### config.mk
export PLATFORM = sky130hd
export DESIGN_NAME = pipeCtrlTop
export DESIGN_NICKNAME = d
export VERILOG_FILES = /design/src/common/isaPkg.sv /design/src/common/pipePkg.sv /design/src/hazard/forwardUnit.sv /design/src/hazard/hazardUnit.sv /design/src/verilog/operandDecode.sv /design/src/verilog/pipeCtrlTop.sv /design/src/verilog/stageRegs.sv
export VERILOG_INCLUDE_DIRS = /design/src /design/src/common
export SDC_FILE = /design/constraint.sdc
export NUM_CORES = 1
export LEC_CHECK = 0
export BUFFER_PORTS_ARGS = -buffer_cell sky130_fd_sc_hd__clkbuf_2
export CORE_MARGIN = 2
export CORE_UTILIZATION = 63
export CTS_CLUSTER_SIZE = 28
export DETAILED_ROUTE_END_ITERATION = 10
export PLACE_DENSITY = 0.86
export SLEW_MARGIN = 10
export SYNTH_ARGS = -nofsm -noshare
export SYNTH_HDL_FRONTEND = slang
export SYNTH_HIERARCHICAL = 1
export SYNTH_SLANG_ARGS = --single-unit
### constraint.sdc
create_clock -name clk -period 8 [get_ports clk]
set_input_delay 1.2 -clock clk [delete_from_list [all_inputs] [get_ports clk]]
set_output_delay 1.2 -clock clk [all_outputs]
set_load 0.03 [all_outputs]
### src/common/pipe_settings.svh
`ifndef PIPE_SETTINGS_SVH
`define PIPE_SETTINGS_SVH

// Opcode field width of the instruction word
`define OPCODE_W 5

// Register number width, 16 architectural registers
`define REG_W 4

// Program counter width, traced through the stages only
`define PC_W 16

// Fetch, decode, execute, memory, writeback
`define PIPE_DEPTH 5

`endif

### src/common/isaPkg.sv
`include "pipe_settings.svh"

package isaPkg;

    // Opcode encodings of the 16-bit load/store ISA
    // Jumps and branches sit in the 001xx and 011xx groups
    typedef enum logic [`OPCODE_W-1:0] {
        opHalt   = 5'b00000,
        opNop    = 5'b00001,
        opJ      = 5'b00100,
        opJr     = 5'b00101,
        opJal    = 5'b00110,
        opJalr   = 5'b00111,
        opAddi   = 5'b01000,
        opSubi   = 5'b01001,
        opXori   = 5'b01010,
        opAndni  = 5'b01011,
        opBeqz   = 5'b01100,
        opBnez   = 5'b01101,
        opBltz   = 5'b01110,
        opBgez   = 5'b01111,
        opSt     = 5'b10000,
        opLd     = 5'b10001,
        opSlbi   = 5'b10010,
        opStu    = 5'b10011,
        opRoli   = 5'b10100,
        opSlli   = 5'b10101,
        opRori   = 5'b10110,
        opSrli   = 5'b10111,
        opLbi    = 5'b11000,
        opBtr    = 5'b11001,
        opShiftR = 5'b11010,
        opAluR   = 5'b11011,
        opSeq    = 5'b11100,
        opSlt    = 5'b11101,
        opSle    = 5'b11110,
        opSco    = 5'b11111
    } opcodeT;

    // Which fields an opcode really touches
    typedef struct packed {
        // srcA read as a register
        logic usesA;
        // srcB read as a register, store data included
        logic usesB;
        // dest written at writeback
        logic writesDest;
        logic isLoad;
        logic isStore;
        // Jump or branch, redirects fetch
        logic isControl;
        logic isHalt;
    } operandUseT;

endpackage

### src/common/pipePkg.sv
`include "pipe_settings.svh"

package pipePkg;

    import isaPkg::*;

    // Decoded fields of one instruction, moves from stage to stage
    typedef struct packed {
        opcodeT opcode;
        logic [`REG_W-1:0] srcA;
        logic [`REG_W-1:0] srcB;
        logic [`REG_W-1:0] dest;
        // For tracing only
        logic [`PC_W-1:0] pc;
    } instrFieldsT;

    // Contents of every stage in one bundle
    typedef struct packed {
        instrFieldsT fetch;
        instrFieldsT decode;
        instrFieldsT execute;
        instrFieldsT memory;
        instrFieldsT writeback;
    } stageBankT;

    // Stall and flush controls toward fetch and the stage latches
    typedef struct packed {
        logic disablePcWrite;
        logic disableIfIdWrite;
        logic setExNop;
        logic setFetchNop;
    } hazardCtrlT;

    // Forwarding mux selects for the execute operands and store data
    typedef struct packed {
        logic exExA;
        logic exExB;
        logic memExA;
        logic memExB;
        logic memMem;
    } fwdSelT;

endpackage

### src/hazard/forwardUnit.sv
`timescale 1ns/1ps

module forwardUnit
    import isaPkg::*;
    import pipePkg::*;
(
    input  stageBankT  stages,
    input  operandUseT useE,
    input  operandUseT useM,
    output fwdSelT     fwd
);

    operandUseT useW;
    logic       exMemWrites;

    // Writeback writer class
    operandDecode wbDecode (
        .opcode (stages.writeback.opcode),
        .opUse  (useW)
    );

    // Load result is not available until after memory
    assign exMemWrites = useM.writesDest && !useM.isLoad;

    // EX/MEM result into execute operands
    assign fwd.exExA = useE.usesA && exMemWrites
                    && (stages.execute.srcA == stages.memory.dest);
    assign fwd.exExB = useE.usesB && exMemWrites
                    && (stages.execute.srcB == stages.memory.dest);

    // MEM/WB result into execute operands, loads included
    assign fwd.memExA = useE.usesA && useW.writesDest
                     && (stages.execute.srcA == stages.writeback.dest);
    assign fwd.memExB = useE.usesB && useW.writesDest
                     && (stages.execute.srcB == stages.writeback.dest);

    // Store data in memory taken from the MEM/WB result
    // Covers a store directly behind an ALU producer
    assign fwd.memMem = useM.isStore && useW.writesDest
                     && (stages.memory.srcB == stages.writeback.dest);

endmodule

### src/hazard/hazardUnit.sv
`timescale 1ns/1ps

module hazardUnit
    import isaPkg::*;
    import pipePkg::*;
(
    input  logic       clk,
    input  logic       rst,
    input  stageBankT  stages,
    input  operandUseT useF,
    input  operandUseT useD,
    input  operandUseT useE,
    input  operandUseT useM,
    output hazardCtrlT ctrl
);

    logic readsLoadA;
    logic readsLoadB;
    logic loadUse;
    logic ctrlHazard;
    logic fetchIsNop;
    logic fetchNopNext;
    logic setFetchNopQ;

    // Decode operand matches the load destination in execute
    assign readsLoadA = useD.usesA && (stages.decode.srcA == stages.execute.dest);
    assign readsLoadB = useD.usesB && (stages.decode.srcB == stages.execute.dest);

    // Load data is not ready until memory, so decode waits one cycle
    // Masked while reset holds the latches
    assign loadUse = !rst && useE.isLoad && (readsLoadA || readsLoadB);

    // Any jump or branch still ahead of writeback blocks fetch
    assign ctrlHazard = useF.isControl || useD.isControl
                     || useE.isControl || useM.isControl;

    assign fetchIsNop = (stages.fetch.opcode == opNop);

    // Halt at fetch stops the PC so nothing past it is fetched
    assign ctrl.disablePcWrite = loadUse || ctrlHazard || useF.isHalt;

    // Decode instruction held, bubble goes into execute
    assign ctrl.disableIfIdWrite = loadUse;
    assign ctrl.setExNop         = loadUse;

    // Flush fetch behind a control op
    // During a stall only when fetch already holds a bubble
    assign fetchNopNext = (ctrlHazard && !loadUse)
                       || (ctrlHazard && loadUse && fetchIsNop);

    // Takes effect on the IF/ID latch one cycle later
    always_ff @(posedge clk) begin
        if (rst) begin
            setFetchNopQ <= 1'b0;
        end else begin
            setFetchNopQ <= fetchNopNext;
        end
    end

    assign ctrl.setFetchNop = setFetchNopQ;

endmodule

### src/verilog/operandDecode.sv
`timescale 1ns/1ps

module operandDecode
    import isaPkg::*;
(
    input  opcodeT     opcode,
    output operandUseT opUse
);

    always_comb begin
        opUse = '0;
        case (opcode)
            opHalt: begin
                opUse.isHalt = 1'b1;
            end
            // Bubble, touches nothing
            opNop: begin
                opUse = '0;
            end
            // Jumps with immediate target, no register read
            opJ: begin
                opUse.isControl = 1'b1;
            end
            opJal: begin
                opUse.isControl  = 1'b1;
                opUse.writesDest = 1'b1;
            end
            // Register-indirect jumps read srcA
            opJr: begin
                opUse.isControl = 1'b1;
                opUse.usesA     = 1'b1;
            end
            opJalr: begin
                opUse.isControl  = 1'b1;
                opUse.usesA      = 1'b1;
                opUse.writesDest = 1'b1;
            end
            // Branches test srcA against zero
            opBeqz, opBnez, opBltz, opBgez: begin
                opUse.isControl = 1'b1;
                opUse.usesA     = 1'b1;
            end
            // Immediate ALU, srcB slot holds immediate bits
            opAddi, opSubi, opXori, opAndni,
            opRoli, opSlli, opRori, opSrli: begin
                opUse.usesA      = 1'b1;
                opUse.writesDest = 1'b1;
            end
            // Store data comes from srcB
            opSt: begin
                opUse.usesA   = 1'b1;
                opUse.usesB   = 1'b1;
                opUse.isStore = 1'b1;
            end
            // Store with base update
            opStu: begin
                opUse.usesA      = 1'b1;
                opUse.usesB      = 1'b1;
                opUse.isStore    = 1'b1;
                opUse.writesDest = 1'b1;
            end
            opLd: begin
                opUse.usesA      = 1'b1;
                opUse.isLoad     = 1'b1;
                opUse.writesDest = 1'b1;
            end
            // Pure immediate load
            opLbi: begin
                opUse.writesDest = 1'b1;
            end
            // SLBI shifts srcA, BTR reverses srcA
            opSlbi, opBtr: begin
                opUse.usesA      = 1'b1;
                opUse.writesDest = 1'b1;
            end
            // Register-register ALU and set ops
            opShiftR, opAluR, opSeq, opSlt, opSle, opSco: begin
                opUse.usesA      = 1'b1;
                opUse.usesB      = 1'b1;
                opUse.writesDest = 1'b1;
            end
            // Unassigned encodings act as a bubble
            default: begin
                opUse = '0;
            end
        endcase
    end

endmodule

### src/verilog/pipeCtrlTop.sv
`timescale 1ns/1ps

module pipeCtrlTop
    import isaPkg::*;
    import pipePkg::*;
(
    input  logic        clk,
    input  logic        rst,
    input  instrFieldsT fetchInstr,
    output hazardCtrlT  hazard,
    output fwdSelT      fwd
);

    stageBankT  stages;
    operandUseT useF;
    operandUseT useD;
    operandUseT useE;
    operandUseT useM;

    // Pipeline latches, controlled by the hazard block
    stageRegs stageRegsInst (
        .clk        (clk),
        .rst        (rst),
        .fetchInstr (fetchInstr),
        .ctrl       (hazard),
        .stages     (stages)
    );

    // Operand usage per stage
    operandDecode fetchDecode (
        .opcode (stages.fetch.opcode),
        .opUse  (useF)
    );

    operandDecode decodeDecode (
        .opcode (stages.decode.opcode),
        .opUse  (useD)
    );

    operandDecode execDecode (
        .opcode (stages.execute.opcode),
        .opUse  (useE)
    );

    operandDecode memDecode (
        .opcode (stages.memory.opcode),
        .opUse  (useM)
    );

    // Stall and flush
    hazardUnit hazardInst (
        .clk    (clk),
        .rst    (rst),
        .stages (stages),
        .useF   (useF),
        .useD   (useD),
        .useE   (useE),
        .useM   (useM),
        .ctrl   (hazard)
    );

    // Bypass selects
    forwardUnit forwardInst (
        .stages (stages),
        .useE   (useE),
        .useM   (useM),
        .fwd    (fwd)
    );

endmodule

### src/verilog/stageRegs.sv
`timescale 1ns/1ps
`include "pipe_settings.svh"

module stageRegs
    import isaPkg::*;
    import pipePkg::*;
(
    input  logic        clk,
    input  logic        rst,
    input  instrFieldsT fetchInstr,
    input  hazardCtrlT  ctrl,
    output stageBankT   stages
);

    // Bubble pattern loaded on reset and flush
    localparam instrFieldsT NopInstr = '{
        opcode: opNop,
        srcA:   '0,
        srcB:   '0,
        dest:   '0,
        pc:     '0
    };

    // Latch count is one less than the depth
    localparam int NumLatch = `PIPE_DEPTH - 1;

    // Index 0 IF/ID, 1 ID/EX, 2 EX/MEM, 3 MEM/WB
    instrFieldsT latchQ [NumLatch];

    always_ff @(posedge clk) begin
        if (rst) begin
            for (int i = 0; i < NumLatch; i++) begin
                latchQ[i] <= NopInstr;
            end
        end else begin
            // Flush wins over the stall hold
            if (ctrl.setFetchNop) begin
                latchQ[0] <= NopInstr;
            end else if (!ctrl.disableIfIdWrite) begin
                latchQ[0] <= fetchInstr;
            end

            // Bubble into execute while decode is held
            if (ctrl.setExNop) begin
                latchQ[1] <= NopInstr;
            end else begin
                latchQ[1] <= latchQ[0];
            end

            // Back half never stalls
            for (int i = 2; i < NumLatch; i++) begin
                latchQ[i] <= latchQ[i-1];
            end
        end
    end

    // Fetch position is the live instruction at the PC
    assign stages.fetch     = fetchInstr;
    assign stages.decode    = latchQ[0];
    assign stages.execute   = latchQ[1];
    assign stages.memory    = latchQ[2];
    assign stages.writeback = latchQ[3];

endmodule
==> impl_metrics.csv <==
group,metric,value,unit
outcome,status,"completed",
placement,place.port_buffers,27,
detailed_routing,route.vias.total,1732,
worst_setup_path,crit_path_max_incr_delay,0.40,ns
worst_setup_path,timing.setup.critical_path_class,"input port to output pin",
timing,count_of_final_hold_check_violations,0,
detailed_routing,viasPerCell,5.46,
floorplan,core-area,4090,sq um
cts,clock_tree_buffer_depth,2,
global_route,grt_pass1_vias,1691,
global_route,grtUsageTotal,19.0,%
cts,post_cts.repair.setup_buffers,0,
detailed_routing,antenna_violating_nets_left,0,
worst_setup_path,timing.critical_path.to_type,"output pin",
worst_setup_path,cp_slowest_cell,"buf_4",
worst_setup_path,startpoint,"rst",
timing,maxSlewViolCount,0,
pwr,maximum_vdd_drop,0.000189,V
synthesis,yosysWarnings,6,
worst_setup_path,cp.arrival,2.48,ns
detailed_routing,initial_drt_markers,79,
worst_setup_path,worstReg2RegStart,"stageRegsInst/latchQ[0][31]",
worst_setup_path,worstPathMaxFanout,60,
worst_setup_path,cp.buffers_inverters,4,
detailed_routing,postRouteWirelength,4.25,mm
cells_and_area,area.growth.synth_to_final,8.25,%
cts,cts.clk_slew.worst_paths,0.07,ns
detailed_routing,drt_pre_antenna_iters,5,
cts,ctsHoldBuffers,0,
cts,cts_buffers,9,
detailed_routing,routedWlPerCell,13.4,um
global_route,grt_first_pass_wirelength,7.17,mm
worst_setup_path,start_kind,"input port",
timing,final.setup_skew,0.00695,ns
cts,htreeDepth,3,
cells_and_area,design.final.nets,297,
cts,ctsResizeCount,0,
floorplan,std_cell_rows,23,
floorplan,dieArea,4850,sq um
timing,highest_attainable_clock_frequency,272,MHz
placement,post_dp_cell_area,2750,sq um
timing,period_needed,3.68,ns
worst_setup_path,path_cells,"clkbuf_2, buf_4, nor2_2, buf_4, clkbuf_2",
floorplan,die_x,69.7,um
global_route,grt_start_max_net_pins,61,
timing,period_share,46.0,%
timing,finalSetupViolations,0,
pwr,power_per_cell_area,211,nW/um^2
cts,clock_sink_count,57,
min_path,holdCritPathClass,"register to register",
timing,timing_worst_slew_pin_value,0.924,ns
global_route,overflow,0,
min_path,hp-start,"stageRegsInst/latchQ[2][31]",
synthesis,syn_avg_cell_area,10.8,sq um
pwr,p_leak,1.20,nW
cells_and_area,ant_diodes,0,
cells_and_area,final_common_cell,"dfxtp_1",
synthesis,synth_area,2720,sq um
cts,clockRootBuffer,"clkbuf_8",
cells_and_area,layout.filler_cells,288,
flow_run,maxCapViolCount,0,
timing,timing.slew.headroom,38.3,%
cts,clock_tree_from_tritoncts,"done",
detailed_routing,drt_drc_violations_left,0,
cells_and_area,final_cell_area,2940,sq um
worst_setup_path,worst_path_dominant_cell_family,"buffers and inverters",
timing,rsz_0062_raised_after_global_routing,"false",
floorplan,pin_count,44,
cts,worstSkewPairLatency,0.33,ns
placement,place.gp.congestion,0.814,
cells_and_area,drive_above_1_share,25.1,%
cells_and_area,final_cell_mix,"40 x dfxtp_1, 27 x clkbuf_2, 22 x nor2b_1",
floorplan,die_y,69.7,um
timing,timing.setup.tns,0,ns
global_route,antenna_found_initial,0,
floorplan,initial_core_util,66.4,%
synthesis,synth_fp_nets,286,
worst_setup_path,critical_path_required,6.80,ns
placement,dp_hpwl,2.82,mm
synthesis,post_synth_inst_count,251,
-- worst paths after layout --
path,endpoint,slack (ns),depth (start not counted)
hold reg to reg,stageRegsInst/latchQ[3][31],0.49,1
setup reg to reg,stageRegsInst/latchQ[0][17],5.20,8
setup / recovery,hazard[2],4.32,5
hold / removal,stageRegsInst/latchQ[3][31],0.49,1
-- report_power, final --
group | internal, mW | switching (mW) | total [mW]
logic | 0.0264 | 0.0230 | 0.0494
clock network | 0.131 | 0.115 | 0.246
registers | 0.310 | 0.0135 | 0.324
total | 0.467 | 0.151 | 0.619
-- area by class of cell --
type	count	area [sq um]	share of cell area [%]
timing repair buffer	29	150	5.11
inverter	9	33.8	1.15
clock inverter	6	38.8	1.32
clock buffer	10	149	5.07
tap	50	62.6	2.13
multi-input combinational	156	1190	40.6
sequential	57	1310	44.6
-- state kept, by name (all words and copies together) (netlist names) --
name                     cells
hazardInst/setFetchNopQ      1
stageRegsInst/latchQ        56
-- metal layers --
metal,track usage [%],vias to the layer above,wire (um)
met3,7.99,8,231
li1,-,880,-
met1,20.1,800,1890
met2,32.9,44,2050
met5,0,-,0
met4,8.55,0,78
-- through the flow --
step	setup WS (ns)	hold WS [ns]	util [%]	instances	total power, mW
2_1_floorplan	4.58	0.463	-	251	0.371
3_3_place_gp	4.34	0.482	67.3	301	0.378
3_5_place_dp	4.32	0.488	67.3	301	0.379
4_1_cts	4.32	0.497	71.9	317	0.625
5_1_grt	4.24	0.511	71.9	317	0.645
6_report	4.32	0.495	71.9	317	0.619
No activity file was read; power rests on OpenSTA's default activity.
